===== config.mk =====
export PLATFORM = sky130hd
export DESIGN_NAME = pkt_buf_top
export DESIGN_NICKNAME = d
export VERILOG_FILES = /design/src/hw/pkt_buf_pkg.sv /design/src/hw/pkt_buf_top.sv /design/src/hw/pkt_egress.sv /design/src/hw/pkt_ingress.sv /design/src/hw/sync_fifo.sv
export VERILOG_INCLUDE_DIRS = /design/src /design/src/hw
export SDC_FILE = /design/constraint.sdc
export NUM_CORES = 1
export LEC_CHECK = 0
export BUFFER_PORTS_ARGS = -buffer_cell sky130_fd_sc_hd__buf_4
export CAP_MARGIN = 10
export CORE_MARGIN = 2
export CORE_UTILIZATION = 65
export CTS_CLUSTER_SIZE = 16
export DETAILED_ROUTE_END_ITERATION = 7
export PLACE_DENSITY = 0.82
export SYNTH_ARGS = -nofsm -noshare
export SYNTH_HDL_FRONTEND = slang
export SYNTH_HIERARCHICAL = 1
export SYNTH_SLANG_ARGS = --single-unit

===== constraint.sdc =====
create_clock -name wr_clk -period 5.96 [get_ports wr_clk]
set_clock_uncertainty 0.1 [all_clocks]
set_input_delay 0.894 -clock wr_clk [delete_from_list [all_inputs] [get_ports wr_clk]]
set_output_delay 0.894 -clock wr_clk [all_outputs]
set_load 0.01 [all_outputs]

===== src/hw/pkt_buf_defines.svh =====
`ifndef PKT_BUF_DEFINES_SVH
`define PKT_BUF_DEFINES_SVH

//////////////////////////////
// Packet buffer sizing
//////////////////////////////

// Width of one packet word
`define PKT_BUF_DATA_WIDTH 16

// Data FIFO entries
// Not a power of two on purpose
`define PKT_BUF_DATA_DEPTH 30

// Descriptor FIFO entries
`define PKT_BUF_DESC_DEPTH 4

// Longest legal packet in words
`define PKT_BUF_MAX_PKT 8

`endif


===== src/hw/pkt_buf_pkg.sv =====
`include "pkt_buf_defines.svh"

package pkt_buf_pkg;

    //////////////////////////////
    // Payload types
    //////////////////////////////

    // One word of packet payload
    typedef logic [`PKT_BUF_DATA_WIDTH-1:0] data_word_t;

    // Packet length in words
    // Holds 1 through the maximum packet length
    typedef logic [$clog2(`PKT_BUF_MAX_PKT + 1)-1:0] pkt_len_t;

    //////////////////////////////
    // Descriptor
    //////////////////////////////

    // Entry of the descriptor FIFO
    // Written once per admitted packet at its last word
    typedef struct packed {
        pkt_len_t len;
    } pkt_desc_t;

endpackage


===== src/hw/pkt_buf_top.sv =====
`include "pkt_buf_defines.svh"

module pkt_buf_top (
    input  logic                    wr_clk,
    input  logic                    reset,
    // Input stream
    input  logic                    in_valid,
    input  pkt_buf_pkg::data_word_t in_data,
    input  logic                    in_last,
    // Dropped packet strobe
    output logic                    drop,
    // Output stream
    input  logic                    out_hold,
    output logic                    out_valid,
    output pkt_buf_pkg::data_word_t out_data,
    output logic                    out_last
);

    import pkt_buf_pkg::*;

    // Ingress to data FIFO
    logic                                      data_wr;
    data_word_t                                data_wr_data;
    logic [$clog2(`PKT_BUF_DATA_DEPTH + 1)-1:0] data_free;

    // Ingress to descriptor FIFO
    logic                                      desc_wr;
    pkt_desc_t                                 desc_wr_data;
    logic                                      desc_full;

    // FIFOs to egress
    logic                                      data_rd;
    data_word_t                                data_rd_data;
    logic                                      desc_rd;
    pkt_desc_t                                 desc_rd_data;
    logic                                      desc_empty;

    //////////////////////////////
    // Ingress
    //////////////////////////////

    pkt_ingress u_ingress (
        .wr_clk       (wr_clk),
        .reset        (reset),
        .in_valid     (in_valid),
        .in_data      (in_data),
        .in_last      (in_last),
        .data_free    (data_free),
        .desc_full    (desc_full),
        .data_wr      (data_wr),
        .data_wr_data (data_wr_data),
        .desc_wr      (desc_wr),
        .desc_wr_data (desc_wr_data),
        .drop         (drop)
    );

    //////////////////////////////
    // Storage
    //////////////////////////////

    // Packet words
    sync_fifo #(
        .payload_t (data_word_t),
        .DEPTH     (`PKT_BUF_DATA_DEPTH)
    ) u_data_fifo (
        .wr_clk  (wr_clk),
        .reset   (reset),
        .wr      (data_wr),
        .wr_data (data_wr_data),
        .full    (),
        .rd      (data_rd),
        .rd_data (data_rd_data),
        .empty   (),
        .free    (data_free)
    );

    // Packet lengths
    sync_fifo #(
        .payload_t (pkt_desc_t),
        .DEPTH     (`PKT_BUF_DESC_DEPTH)
    ) u_desc_fifo (
        .wr_clk  (wr_clk),
        .reset   (reset),
        .wr      (desc_wr),
        .wr_data (desc_wr_data),
        .full    (desc_full),
        .rd      (desc_rd),
        .rd_data (desc_rd_data),
        .empty   (desc_empty),
        .free    ()
    );

    //////////////////////////////
    // Egress
    //////////////////////////////

    pkt_egress u_egress (
        .wr_clk       (wr_clk),
        .reset        (reset),
        .out_hold     (out_hold),
        .desc_empty   (desc_empty),
        .desc_rd_data (desc_rd_data),
        .desc_rd      (desc_rd),
        .data_rd_data (data_rd_data),
        .data_rd      (data_rd),
        .out_valid    (out_valid),
        .out_data     (out_data),
        .out_last     (out_last)
    );

endmodule


===== src/hw/pkt_egress.sv =====
module pkt_egress (
    input  logic                    wr_clk,
    input  logic                    reset,
    // Hold off new packets
    input  logic                    out_hold,
    // Descriptor FIFO read side
    input  logic                    desc_empty,
    input  pkt_buf_pkg::pkt_desc_t  desc_rd_data,
    output logic                    desc_rd,
    // Data FIFO read side
    input  pkt_buf_pkg::data_word_t data_rd_data,
    output logic                    data_rd,
    // Outgoing word strobe
    output logic                    out_valid,
    output pkt_buf_pkg::data_word_t out_data,
    output logic                    out_last
);

    import pkt_buf_pkg::*;

    // Words still to pop for the current packet
    pkt_len_t remain;
    pkt_len_t remain_next;

    // Counter status
    logic busy;
    logic finishing;

    //////////////////////////////
    // Counter status
    //////////////////////////////

    // A nonzero count means a packet is streaming
    assign busy = (remain != '0);

    // Final word of the packet pops this cycle
    assign finishing = (remain == pkt_len_t'(1));

    //////////////////////////////
    // FIFO pops
    //////////////////////////////

    // Next descriptor may be taken while the last word pops
    // Back-to-back packets then stream with no gap
    // Hold only blocks the start of a packet
    assign desc_rd = (!busy || finishing) && !out_hold && !desc_empty;

    // One data word per counted cycle
    assign data_rd = busy;

    //////////////////////////////
    // Down-counter
    //////////////////////////////

    always_comb begin
        if (desc_rd) begin
            // Load the new length
            remain_next = desc_rd_data.len;
        end else if (busy) begin
            remain_next = remain - pkt_len_t'(1);
        end else begin
            remain_next = '0;
        end
    end

    always_ff @(posedge wr_clk) begin
        if (reset) begin
            remain <= '0;
        end else begin
            remain <= remain_next;
        end
    end

    //////////////////////////////
    // Output register
    //////////////////////////////

    // Control strobes of the output stream
    always_ff @(posedge wr_clk) begin
        if (reset) begin
            out_valid <= 1'b0;
            out_last  <= 1'b0;
        end else begin
            out_valid <= data_rd;
            // Marks the final popped word of the packet
            out_last  <= finishing;
        end
    end

    // Payload register
    // Only loads when a word is popped
    always_ff @(posedge wr_clk) begin
        if (data_rd) begin
            out_data <= data_rd_data;
        end
    end

endmodule


===== src/hw/pkt_ingress.sv =====
`include "pkt_buf_defines.svh"

module pkt_ingress (
    input  logic                                   wr_clk,
    input  logic                                   reset,
    // Incoming word strobe
    input  logic                                   in_valid,
    input  pkt_buf_pkg::data_word_t                in_data,
    input  logic                                   in_last,
    // FIFO status
    input  logic [$clog2(`PKT_BUF_DATA_DEPTH + 1)-1:0] data_free,
    input  logic                                   desc_full,
    // Data FIFO write
    output logic                                   data_wr,
    output pkt_buf_pkg::data_word_t                data_wr_data,
    // Descriptor FIFO write
    output logic                                   desc_wr,
    output pkt_buf_pkg::pkt_desc_t                 desc_wr_data,
    // Dropped packet report
    output logic                                   drop
);

    import pkt_buf_pkg::*;

    // Room needed for one packet of maximum size
    localparam logic [$clog2(`PKT_BUF_DATA_DEPTH + 1)-1:0] MAX_WORDS =
        $bits(data_free)'(`PKT_BUF_MAX_PKT);

    // Packet tracking
    logic     in_pkt;
    logic     admit_q;
    pkt_len_t len_cnt;

    // Decisions for the current word
    logic     admit_now;
    logic     cur_admit;
    pkt_len_t word_num;

    // Registered drop strobe
    logic     drop_q;

    //////////////////////////////
    // Admission
    //////////////////////////////

    always_comb begin
        // Evaluated only on the first word of a packet
        admit_now = (data_free >= MAX_WORDS) && !desc_full;
        // Later words follow the decision held from the first one
        cur_admit = in_pkt ? admit_q : admit_now;
        // Position of this word within its packet
        word_num  = in_pkt ? (len_cnt + pkt_len_t'(1)) : pkt_len_t'(1);
    end

    //////////////////////////////
    // FIFO writes
    //////////////////////////////

    // Words go into the data FIFO in the cycle they arrive
    assign data_wr      = in_valid && cur_admit;
    assign data_wr_data = in_data;

    // Descriptor goes in with the last word
    assign desc_wr = in_valid && in_last && cur_admit;

    always_comb begin
        desc_wr_data     = '0;
        desc_wr_data.len = word_num;
    end

    //////////////////////////////
    // Packet state
    //////////////////////////////

    always_ff @(posedge wr_clk) begin
        if (reset) begin
            in_pkt  <= 1'b0;
            admit_q <= 1'b0;
            len_cnt <= '0;
        end else if (in_valid) begin
            // Last word returns to the between-packets state
            in_pkt  <= !in_last;
            admit_q <= cur_admit;
            len_cnt <= in_last ? pkt_len_t'(0) : word_num;
        end
    end

    // Drop shows one cycle after a rejected last word
    always_ff @(posedge wr_clk) begin
        if (reset) begin
            drop_q <= 1'b0;
        end else begin
            drop_q <= in_valid && in_last && !cur_admit;
        end
    end

    assign drop = drop_q;

endmodule


===== src/hw/sync_fifo.sv =====
module sync_fifo #(
    parameter type payload_t = logic [7:0],
    parameter int  DEPTH     = 16
) (
    input  logic                         wr_clk,
    input  logic                         reset,
    // Write side
    input  logic                         wr,
    input  payload_t                     wr_data,
    output logic                         full,
    // Read side
    input  logic                         rd,
    output payload_t                     rd_data,
    output logic                         empty,
    // Free entries left
    output logic [$clog2(DEPTH + 1)-1:0] free
);

    // Pointer width
    // One bit minimum so a single entry FIFO still builds
    localparam int AW = (DEPTH > 1) ? $clog2(DEPTH) : 1;

    // Occupancy width
    // Must hold the value DEPTH itself
    localparam int CW = $clog2(DEPTH + 1);

    // Last valid pointer value before the wrap
    localparam logic [AW-1:0] LAST_ADDR = AW'(DEPTH - 1);

    // Occupancy value when every entry is used
    localparam logic [CW-1:0] FULL_COUNT = CW'(DEPTH);

    // Flop storage
    payload_t mem [DEPTH];

    // Pointers into the storage
    logic [AW-1:0] wr_ptr;
    logic [AW-1:0] rd_ptr;

    // Registered occupancy
    logic [CW-1:0] count;

    // Accepted operations
    logic push;
    logic pop;

    //////////////////////////////
    // Accept logic
    //////////////////////////////

    // Write into a full FIFO is ignored
    assign push = wr && !full;

    // Read from an empty FIFO is ignored
    assign pop = rd && !empty;

    //////////////////////////////
    // Write pointer
    //////////////////////////////

    // Wraps at DEPTH rather than at a power of two
    always_ff @(posedge wr_clk) begin
        if (reset) begin
            wr_ptr <= '0;
        end else if (push) begin
            if (wr_ptr == LAST_ADDR) begin
                wr_ptr <= '0;
            end else begin
                wr_ptr <= wr_ptr + AW'(1);
            end
        end
    end

    // Store the word at the write pointer
    always_ff @(posedge wr_clk) begin
        if (push) begin
            mem[wr_ptr] <= wr_data;
        end
    end

    //////////////////////////////
    // Read pointer
    //////////////////////////////

    // Same wrap rule as the write side
    always_ff @(posedge wr_clk) begin
        if (reset) begin
            rd_ptr <= '0;
        end else if (pop) begin
            if (rd_ptr == LAST_ADDR) begin
                rd_ptr <= '0;
            end else begin
                rd_ptr <= rd_ptr + AW'(1);
            end
        end
    end

    // Fall-through read
    // Head entry shows before the pop
    assign rd_data = mem[rd_ptr];

    //////////////////////////////
    // Occupancy
    //////////////////////////////

    // Push and pop together leave the count alone
    always_ff @(posedge wr_clk) begin
        if (reset) begin
            count <= '0;
        end else if (push && !pop) begin
            count <= count + CW'(1);
        end else if (pop && !push) begin
            count <= count - CW'(1);
        end
    end

    // Flags all come from the registered count
    assign full  = (count == FULL_COUNT);
    assign empty = (count == '0);
    assign free  = FULL_COUNT - count;

endmodule


# Yosys cells after proc, flatten, opt, wreduce, memory -nomap -nowiden
# Memory sizes are Yosys's and may differ from the RTL's. A register that Yosys moved wholly into a read port is not among the register bits.
# Index checks and enable logic that the tools add are counted.
op_classes:
  magnitude_cmp: 1
  reduce_logical: 33
  eq_ne: 7
  add_sub_neg: 11
  n_mux: 19
ops:
  columns: ["op", "count"]
  rows:
  - ["$mux 5", 4]
  - ["$mux 4", 4]
  - ["$add 5x1->5 const B", 3]
  - ["$eq 5x5->1 const B", 3]
  - ["$logic_and 1x1->1", 15]
  - ["$logic_not 1->1", 12]
  - ["$mux 2", 4]
  - ["$mux 3", 2]
  - ["$ge 5x4->1 const B", 1]
  - ["$logic_not 5->1", 1]
  - ["$mux 1", 5]
  - ["$sub 5x1->5 const B", 1]
  - ["$sub 5x5->5 const A", 1]
  - ["$add 2x1->2 const B", 2]
  - ["$add 4x1->4 const B", 1]
  - ["$eq 2x2->1 const B", 2]
  - ["$eq 4x1->1 const B", 1]
  - ["$reduce_bool 2->1", 2]
  - ["$reduce_bool 4->1", 1]
  - ["$sub 4x1->4 const B", 1]
  - ["$add 3x1->3 const B", 1]
  - ["$eq 3x3->1 const B", 1]
  - ["$logic_not 3->1", 1]
  - ["$sub 3x1->3 const B", 1]
  - ["$logic_or 1x1->1", 1]
word_totals:
  inputBits: 21
  register_bits: 35
  mem_bits_rw: 496
  n_memories: 2
  elab_cells: 86
mem_list:
  columns: ["name", "depth", "word_bits", "read_ports", "rd_ports_with_merged_regs", "write_ports", "line", "source"]
  rows:
  - ["u_data_fifo.mem", 30, 16, 1, 1, 1, "sync_fifo.sv:34", "payload_t mem [DEPTH];"]
  - ["u_desc_fifo.mem", 4, 4, 1, 1, 1, "sync_fifo.sv:34", null]

# Logic depth before layout (Yosys ltp)
# Gate-level depths: netlist of run 1.
depth:
  word_depth: 10
  depth_mapped: 15
  ltp_nobuf: 15

# By module
# The synthesis of run 1 kept the hierarchy.
modules_own_cells:
  columns: ["mod", "n_inst", "area_per_inst_um2", "cells_each"]
  rows:
  - ["sync_fifo at u_data_fifo", 1, 19745.2, 1051]
  - ["sync_fifo at u_desc_fifo", 1, 1084.8, 73]
  - ["pkt_egress", 1, 748.2, 47]
  - ["pkt_ingress", 1, 491.7, 58]

# Worst setup path after synthesis of run 1
# Ideal clock, no wire load.
synth_path:
  path_kind: "register to register"
  from: "register u_data_fifo.count[0]"
  to: "register u_data_fifo.count[4]"
  stages_incl_launch_ff: 16
  path_buffers: 0
  synth_period_minus_slack_ns: 3.340
  t_arrival_ns: 3.119
  slack_ns: 2.620
  cell_sequence: "dfxtp_1 > ha_1 > nand3_1 > xor2_1 > nor2_1 > o31a_1 > nor2b_1 > nand2_1 > clkinv_1 > ha_1 > inv_1 > fa_1 > a21o_1 > a21oi_1 > mux2i_1 > mux2_2"
synth_via:
  elab_chain_len: 9
  elab_cells_between_ends: 20
synth_rtl:
  columns: ["element", "line", "source"]
  rows:
  - ["start: declaration", "sync_fifo.sv:41", "logic [CW-1:0] count;"]
  - ["start signal: assignment", "sync_fifo.sv:111", "count <= count + CW'(1);"]
  - ["start signal: assignment", "sync_fifo.sv:113", "count <= count - CW'(1);"]
  - ["$sub 5x5->5 *", "sync_fifo.sv:120", "assign free = FULL_COUNT - count;"]
  - ["net data_free[4]", "pkt_buf_top.sv:24", "logic [$clog2(`PKT_BUF_DATA_DEPTH + 1)-1:0] data_free;"]
  - ["$ge 5x4->1 *", "pkt_ingress.sv:48", "admit_now = (data_free >= MAX_WORDS) && !desc_full;"]
  - ["$logic_and 1x1->1 *", "pkt_ingress.sv:48", null]
  - ["$mux 1 *", "pkt_ingress.sv:50", "cur_admit = in_pkt ? admit_q : admit_now;"]
  - ["$logic_and 1x1->1 *", "pkt_ingress.sv:60", "assign data_wr = in_valid && cur_admit;"]
  - ["net data_wr", "pkt_buf_top.sv:22", "logic data_wr;"]
  - ["$logic_and 1x1->1 *", "sync_fifo.sv:52", "assign push = wr && !full;"]
  - ["net u_data_fifo.push", "sync_fifo.sv:44", "logic push;"]
  - ["$logic_not 1->1", "sync_fifo.sv:112", "end else if (pop && !push) begin"]
  - ["$logic_and 1x1->1", "sync_fifo.sv:112", null]
  - ["$reduce_bool 2->1 (no line)", null, null]
# The timed path passes the listed nets; every way through them passes the cells marked *. The select of a mux whose other input is x is not followed.
# A chain may end at the register's enable or synchronous reset.

# Worst setup path in the final report of run 1
layout_path:
  from: "register u_data_fifo.count[1]"
  to: "register u_data_fifo.count[4]"
# The elaborated chain is that of the path after synthesis.

==> impl_metrics.xml, run 1 <==
<?xml version="1.0" encoding="UTF-8"?>
<metrics>
  <group name="drt">
    <metric name="detail_route.iter0.violations" unit="">1418</metric>
    <metric name="postRouteWirelength" unit="mm">45.60</metric>
    <metric name="via_cell_ratio" unit="">6.478</metric>
    <metric name="dr_total_vias" unit="">11401</metric>
    <metric name="drt_pass1_iterations" unit="">5</metric>
    <metric name="wl_per_cell" unit="um">25.91</metric>
    <metric name="ant_nets" unit="">0</metric>
    <metric name="remaining_drc_errors" unit="">0</metric>
  </group>
  <group name="synthesis">
    <metric name="cell_count_after_synthesis" unit="">1222</metric>
    <metric name="post_synth_instance_area" unit="um2">22030</metric>
    <metric name="synthesis.nets" unit="">1268</metric>
    <metric name="synth.yosys.warnings" unit="">6</metric>
    <metric name="postSynthAreaPerCell" unit="um2">18.03</metric>
  </group>
  <group name="sta">
    <metric name="slew-limit-headroom" unit="">0.3118</metric>
    <metric name="timing_hold_violations_final" unit="">0</metric>
    <metric name="timing_worst_slew_pin_value" unit="ns">1.031</metric>
    <metric name="rsz0062_at_grt" unit="">no</metric>
    <metric name="period_share" unit="">0.6162</metric>
    <metric name="report.final.slew_viol_count" unit="">0</metric>
    <metric name="final.hold.worst_slack" unit="ns">0.4007</metric>
    <metric name="fin_setup_tns" unit="ns">0</metric>
    <metric name="final_setup_violation_count" unit="">0</metric>
    <metric name="min_period" unit="ns">3.673</metric>
    <metric name="achievable-frequency" unit="GHz">0.2723</metric>
  </group>
  <group name="power_and_ir_drop">
    <metric name="power.total" unit="W">0.009480</metric>
    <metric name="cellPowerDensity" unit="nW/um2">387.6</metric>
    <metric name="cellLeakagePower" unit="nW">7.671</metric>
    <metric name="max-vdd-ir-drop" unit="uV">266.4</metric>
  </group>
  <group name="clock_tree">
    <metric name="clock_transition_time_at_the_flip_flop_clock_pins_of_the_worst_setup_and_hold_paths" unit="ns">0.06</metric>
    <metric name="worst_skew_pair.late_latency" unit="ns">0.59</metric>
    <metric name="root_buffer" unit="">sky130_fd_sc_hd__clkbuf_16</metric>
    <metric name="clk_path_buf_depth" unit="">3</metric>
    <metric name="cts_hold_buffers" unit="">0</metric>
    <metric name="cts_resized" unit="">0</metric>
    <metric name="clock_tree_from_tritoncts" unit="">yes</metric>
    <metric name="cts_buffers" unit="">52</metric>
    <metric name="cts-htree-levels" unit="">2</metric>
    <metric name="postCtsSetupRepairBufs" unit="">0</metric>
    <metric name="clock-sinks" unit="">554</metric>
  </group>
  <group name="floorplan">
    <metric name="io_pins" unit="">40</metric>
    <metric name="starting_utilization_of_the_core_area" unit="">0.6587</metric>
    <metric name="die_width" unit="um">188.1</metric>
    <metric name="floorplan.rows" unit="">67</metric>
    <metric name="design.die.area" unit="um2">35380</metric>
    <metric name="core_area" unit="um2">33450</metric>
    <metric name="die-height" unit="um">188.1</metric>
  </group>
  <group name="cells_and_area">
    <metric name="nNetsFinal" unit="">1317</metric>
    <metric name="final_common_cell" unit="">sky130_fd_sc_hd__edfxtp_1</metric>
    <metric name="antenna_cells" unit="">0</metric>
    <metric name="layout.cells.most_common_list" unit="">sky130_fd_sc_hd__edfxtp_1 (512), sky130_fd_sc_hd__mux2i_1 (108), sky130_fd_sc_hd__mux4_2 (66)</metric>
    <metric name="layoutNonFillerInstCount" unit="">1760</metric>
    <metric name="drive_gt1_frac" unit="">0.2043</metric>
    <metric name="area.growth.synth_to_final" unit="%">11.02</metric>
  </group>
  <group name="global_route">
    <metric name="antenna_found_initial" unit="">0</metric>
    <metric name="number_of_global_route_vias_before_repair" unit="">11226</metric>
    <metric name="grt_first_pass_wirelength" unit="mm">68.94</metric>
    <metric name="grt-ovfl-total" unit="">0</metric>
    <metric name="grt_util_all_layers" unit="">0.2642</metric>
    <metric name="grt_start_max_net_pins" unit="">61</metric>
  </group>
  <group name="placement">
    <metric name="buffer_ports.inserted" unit="">39</metric>
    <metric name="hpwlAfterDp" unit="mm">27.65</metric>
    <metric name="place.gp.congestion" unit="">0.8672</metric>
    <metric name="place_inst" unit="">1665</metric>
  </group>
  <group name="min_path">
    <metric name="min_path_cells" unit="">2</metric>
    <metric name="whs_endpoint" unit="">u_ingress/len_cnt[1]</metric>
    <metric name="startpoint_of_the_most_critical_hold_path" unit="">u_ingress/len_cnt[1]</metric>
    <metric name="hold_path.class" unit="">flip-flop to flip-flop</metric>
  </group>
  <group name="flow_run">
    <metric name="number_of_max_cap_violations" unit="">0</metric>
  </group>
  <group name="worst_setup_path">
    <metric name="setup.worst_path.end_class" unit="">flip-flop</metric>
    <metric name="crit-reg2reg-launch" unit="">u_data_fifo/count[1]</metric>
    <metric name="worstSetupStartpointType" unit="">flip-flop</metric>
    <metric name="timing.setup.critical_path_class" unit="">flip-flop to flip-flop</metric>
    <metric name="crit_fanout" unit="">9</metric>
    <metric name="crit_required" unit="ns">6.32</metric>
    <metric name="reg2reg_slack" unit="ns">2.29</metric>
    <metric name="r2r_cells" unit="">15</metric>
    <metric name="timing.critical_path.arrival" unit="ns">4.04</metric>
    <metric name="worst_flop_to_flop_path_endpoint" unit="">u_data_fifo/count[4]</metric>
  </group>
  <group name="run_status">
    <metric name="status" unit="">finished, final reports clean</metric>
  </group>
</metrics>
## routing by layer
metal	GRT usage	routed length, um
met5	0	0
met4	0.08661	1187
met3	0.03313	3336
met2	0.4373	22890
met1	0.3726	18190
## worst max-delay path: stages, from the launching register on
cell and delay (ns):
sky130_fd_sc_hd__dfxtp_1 0.48, sky130_fd_sc_hd__ha_1 0.20, sky130_fd_sc_hd__nand3_1 0.08, sky130_fd_sc_hd__xor2_1 0.14
sky130_fd_sc_hd__nor2_1 0.06, sky130_fd_sc_hd__o31a_1 0.28, sky130_fd_sc_hd__nor2b_1 0.24, sky130_fd_sc_hd__nand2_1 0.17
sky130_fd_sc_hd__clkinv_1 0.18, sky130_fd_sc_hd__ha_1 0.20, sky130_fd_sc_hd__inv_1 0.11, sky130_fd_sc_hd__fa_1 0.42
sky130_fd_sc_hd__a21o_1 0.17, sky130_fd_sc_hd__a21oi_1 0.17, sky130_fd_sc_hd__mux2i_1 0.21, sky130_fd_sc_hd__mux2_2 0.34
## registers in the layout, indices dropped and copies added (netlist names), named ones only
register and cells:
u_desc_fifo/wr_ptr 2, u_egress/remain 4, u_egress/out_valid 1, u_ingress/in_pkt 1, u_data_fifo/wr_ptr 5, u_egress/out_data 16
u_ingress/len_cnt 4, u_egress/out_last 1, u_ingress/drop 1, u_data_fifo/count 5, u_ingress/admit_q 1, u_data_fifo/mem 480
u_desc_fifo/count 3, u_desc_fifo/rd_ptr 2, u_data_fifo/rd_ptr 5, u_desc_fifo/mem 16
## final cells by class
type                            count  area, um2
Multi-Input combinational cell    579       5375
Clock buffer                       61       1376
Timing Repair Buffer               66      508.0
Sequential cell                   554      16230
Tap cell                          448      560.5
Fill cell                        1911       8990
Inverter                           18      67.56
Clock inverter                     34      342.8
## per-stage QoR
step	instance area [um2]	setup WS, ns	util
after floorplan	22030	2.683	-
after global placement	22740	2.369	0.6798
after detailed placement	22740	2.290	0.6798
after CTS	24460	2.279	0.7312
after global routing	24460	1.988	0.7312
final	24460	2.287	0.7312
## worst max-delay path by stage
stage	startpoint	end	depth (start not counted)
floorplan	u_data_fifo/count[1]	u_data_fifo/count[4]	15
global placement	u_data_fifo/count[1]	u_data_fifo/count[4]	15
detailed placement	u_data_fifo/count[1]	u_data_fifo/count[4]	15
CTS	u_data_fifo/count[1]	u_data_fifo/count[4]	15
global route	u_data_fifo/count[1]	u_data_fifo/count[4]	15
finish	u_data_fifo/count[1]	u_data_fifo/count[4]	15
## where the power goes
group          switching, W  internal, W  total [W]
logic              0.000835     0.000684    0.00152
clock network       0.00140      0.00192    0.00331
registers          0.000191      0.00446    0.00465
No activity file was read; power rests on OpenSTA's default activity.
==> run 2, diff against run 1 <==
--- a/config.mk
+++ b/config.mk
@@ -9,10 +9,10 @@
 export BUFFER_PORTS_ARGS = -buffer_cell sky130_fd_sc_hd__buf_4
 export CAP_MARGIN = 10
 export CORE_MARGIN = 2
-export CORE_UTILIZATION = 65
+export CORE_UTILIZATION = 62
 export CTS_CLUSTER_SIZE = 16
 export DETAILED_ROUTE_END_ITERATION = 7
-export PLACE_DENSITY = 0.82
+export PLACE_DENSITY = 0.79
 export SYNTH_ARGS = -nofsm -noshare
 export SYNTH_HDL_FRONTEND = slang
 export SYNTH_HIERARCHICAL = 1
==> constraint.sdc (replaced) <==
create_clock -name wr_clk -period 3.4 [get_ports wr_clk]
set_clock_uncertainty 0.1 [all_clocks]
set_input_delay 0.51 -clock wr_clk [delete_from_list [all_inputs] [get_ports wr_clk]]
set_output_delay 0.51 -clock wr_clk [all_outputs]
set_load 0.01 [all_outputs]
==> impl_metrics.xml, run 2 (synthesized netlist as in run 1, its figures left out) <==
<?xml version="1.0" encoding="UTF-8"?>
<metrics>
  <group name="cells_and_area">
    <metric name="final_common_cell" unit="">sky130_fd_sc_hd__edfxtp_1</metric>
    <metric name="drive_gt1_frac" unit="">0.2255</metric>
    <metric name="area.growth.synth_to_final" unit="%">12.12</metric>
    <metric name="nNetsFinal" unit="">1354</metric>
    <metric name="layout.cells.most_common_list" unit="">sky130_fd_sc_hd__edfxtp_1 (512), sky130_fd_sc_hd__mux2i_1 (108), sky130_fd_sc_hd__buf_4 (101)</metric>
    <metric name="flip_flop_count_of_the_largest_register_after_layout" unit="">480</metric>
    <metric name="antenna_cells" unit="">0</metric>
    <metric name="layoutNonFillerInstCount" unit="">1809</metric>
    <metric name="largest_registers" unit="">u_data_fifo/mem: 480 flops, u_desc_fifo/mem: 16 flops, u_egress/out_data: 16 flops</metric>
    <metric name="largest-register" unit="">u_data_fifo/mem</metric>
  </group>
  <group name="drt">
    <metric name="remaining_drc_errors" unit="">0</metric>
    <metric name="postRouteWirelength" unit="mm">46.17</metric>
    <metric name="drt_pass1_iterations" unit="">5</metric>
    <metric name="route.layer.met1.wl" unit="mm">18.00</metric>
    <metric name="route.met2.wl" unit="mm">22.77</metric>
    <metric name="ant_nets" unit="">0</metric>
    <metric name="wl_per_cell" unit="um">25.52</metric>
    <metric name="met3RoutedLength" unit="mm">4.158</metric>
    <metric name="dr_total_vias" unit="">11596</metric>
    <metric name="via_cell_ratio" unit="">6.410</metric>
    <metric name="maxUsedRoutingLayer" unit="">met4</metric>
    <metric name="detail_route.iter0.violations" unit="">1004</metric>
  </group>
  <group name="sta">
    <metric name="fin_setup_tns" unit="ns">0</metric>
    <metric name="final.hold.worst_slack" unit="ns">0.1280</metric>
    <metric name="timing_hold_violations_final" unit="">0</metric>
    <metric name="timing_worst_slew_pin_value" unit="ns">0.9014</metric>
    <metric name="rsz0062_at_grt" unit="">no</metric>
    <metric name="worst_case_setup_margin_in_the_final_layout" unit="ns">0.1854</metric>
    <metric name="min_period" unit="ns">3.215</metric>
    <metric name="final_setup_violation_count" unit="">0</metric>
    <metric name="slew-limit-headroom" unit="">0.3991</metric>
    <metric name="achievable-frequency" unit="GHz">0.3111</metric>
    <metric name="report.final.slew_viol_count" unit="">0</metric>
    <metric name="period_share" unit="">0.9455</metric>
  </group>
  <group name="floorplan">
    <metric name="die-height" unit="um">192.5</metric>
    <metric name="io_pins" unit="">40</metric>
    <metric name="floorplan.rows" unit="">69</metric>
    <metric name="core_area" unit="um2">35310</metric>
    <metric name="die_width" unit="um">192.5</metric>
    <metric name="design.die.area" unit="um2">37060</metric>
    <metric name="starting_utilization_of_the_core_area" unit="">0.6239</metric>
  </group>
  <group name="global_route">
    <metric name="grt_util_all_layers" unit="">0.2571</metric>
    <metric name="grt_start_max_net_pins" unit="">47</metric>
    <metric name="grt-ovfl-total" unit="">0</metric>
    <metric name="grt_first_pass_wirelength" unit="mm">69.72</metric>
    <metric name="antenna_found_initial" unit="">0</metric>
    <metric name="number_of_global_route_vias_before_repair" unit="">11647</metric>
  </group>
  <group name="placement">
    <metric name="hpwlAfterDp" unit="mm">27.28</metric>
    <metric name="buffer_ports.inserted" unit="">39</metric>
    <metric name="post-place-ws" unit="ns">-0.03414</metric>
    <metric name="place_inst" unit="">1713</metric>
    <metric name="place.gp.congestion" unit="">0.7837</metric>
  </group>
  <group name="clock_tree">
    <metric name="cts_buffers" unit="">52</metric>
    <metric name="clock_tree_from_tritoncts" unit="">yes</metric>
    <metric name="clock_transition_time_at_the_flip_flop_clock_pins_of_the_worst_setup_and_hold_paths" unit="ns">0.06</metric>
    <metric name="worst_skew_pair.late_latency" unit="ns">0.57</metric>
    <metric name="cts_hold_buffers" unit="">0</metric>
    <metric name="clk_path_buf_depth" unit="">3</metric>
    <metric name="root_buffer" unit="">sky130_fd_sc_hd__clkbuf_16</metric>
    <metric name="cts-htree-levels" unit="">2</metric>
    <metric name="clock-sinks" unit="">554</metric>
  </group>
  <group name="power_and_ir_drop">
    <metric name="power.total" unit="W">0.01655</metric>
    <metric name="max-vdd-ir-drop" unit="uV">418.2</metric>
    <metric name="cellPowerDensity" unit="nW/um2">670.0</metric>
    <metric name="cellLeakagePower" unit="nW">7.843</metric>
  </group>
  <group name="worst_setup_path">
    <metric name="crit_fanout" unit="">5</metric>
    <metric name="timing.setup.critical_path_class" unit="">flip-flop to flip-flop</metric>
    <metric name="timing.critical_path.arrival" unit="ns">3.57</metric>
    <metric name="reg2reg_slack" unit="ns">0.19</metric>
    <metric name="setup.worst_path.end_class" unit="">flip-flop</metric>
    <metric name="crit_required" unit="ns">3.76</metric>
    <metric name="crit-reg2reg-launch" unit="">u_data_fifo/count[0]</metric>
    <metric name="startpoint" unit="">u_data_fifo/count[0]</metric>
    <metric name="worstSetupStartpointType" unit="">flip-flop</metric>
  </group>
  <group name="min_path">
    <metric name="startpoint_of_the_most_critical_hold_path" unit="">in_valid</metric>
    <metric name="hold_path.class" unit="">input pin to flip-flop</metric>
  </group>
  <group name="flow_run">
    <metric name="number_of_max_cap_violations" unit="">0</metric>
  </group>
  <group name="run_status">
    <metric name="status" unit="">finished, final reports clean</metric>
  </group>
</metrics>
[run 2: cell count changes in the layout (fill, tap and decap cells not counted), sizes merged]
cell	previous run	this run
buf	66	103
bufinv	6	5
clkbuf	61	63
clkinv	20	22
clkinvlp	6	3
inv	20	19
[run 2: power by group]
part | switching [W] | internal, W
logic | 0.00156 | 0.00128
registers | 0.000290 | 0.00782
clock network | 0.00238 | 0.00322
[run 2: area by class of cell]
class	count	area [um2]
fillers	2116	10610
clock inverters	31	277.8
repair buffers	103	798.3
clock buffers	63	1364
inverters	18	67.56
multi-input cells	579	5388
well taps	461	576.8
flip-flops and latches	554	16230
[run 2: stage by stage]
stage,instance area [um2],utilization
2_1_floorplan,22030,-
3_3_place_gp,23040,0.6524
3_5_place_dp,23040,0.6524
4_1_cts,24680,0.6990
5_1_grt,24700,0.6996
6_report,24700,0.6996
[run 2: what timing repair did]
action	CTS	global route
resized for setup	2	3
pin swaps	0	1
buffers inserted	0	2
setup endpoints to repair	1	1
[run 2: routing by layer]
metal	vias to the layer above	track usage
met1	5898	0.3504
met3	93	0.05674
met5	-	0
met4	0	0.08162
met2	598	0.4192
li1	5007	-
[run 2: worst max-delay path, cell delays in order (launching register included)]
cell                       delay (ns)
sky130_fd_sc_hd__dfxtp_1         0.31
sky130_fd_sc_hd__ha_1            0.19
sky130_fd_sc_hd__nand3_1         0.09
sky130_fd_sc_hd__xor2_1          0.16
sky130_fd_sc_hd__nor2_1          0.06
sky130_fd_sc_hd__o31a_1          0.32
sky130_fd_sc_hd__nor2b_2         0.17
sky130_fd_sc_hd__nand2_2         0.10
sky130_fd_sc_hd__clkinv_1        0.07
sky130_fd_sc_hd__ha_1            0.19
sky130_fd_sc_hd__inv_2           0.08
sky130_fd_sc_hd__fa_2            0.36
sky130_fd_sc_hd__a21o_1          0.17
sky130_fd_sc_hd__a21oi_1         0.16
sky130_fd_sc_hd__mux2i_1         0.21
sky130_fd_sc_hd__mux2_2          0.34
[run 2: path summary, 6_finish.rpt]
check | depth (start not counted) | to
worst max-delay path | 15 | u_data_fifo/count[4]
worst min-delay path | 2 | u_ingress/admit_q
worst max register to register | 15 | u_data_fifo/count[4]
worst min register to register | 2 | u_ingress/len_cnt[1]
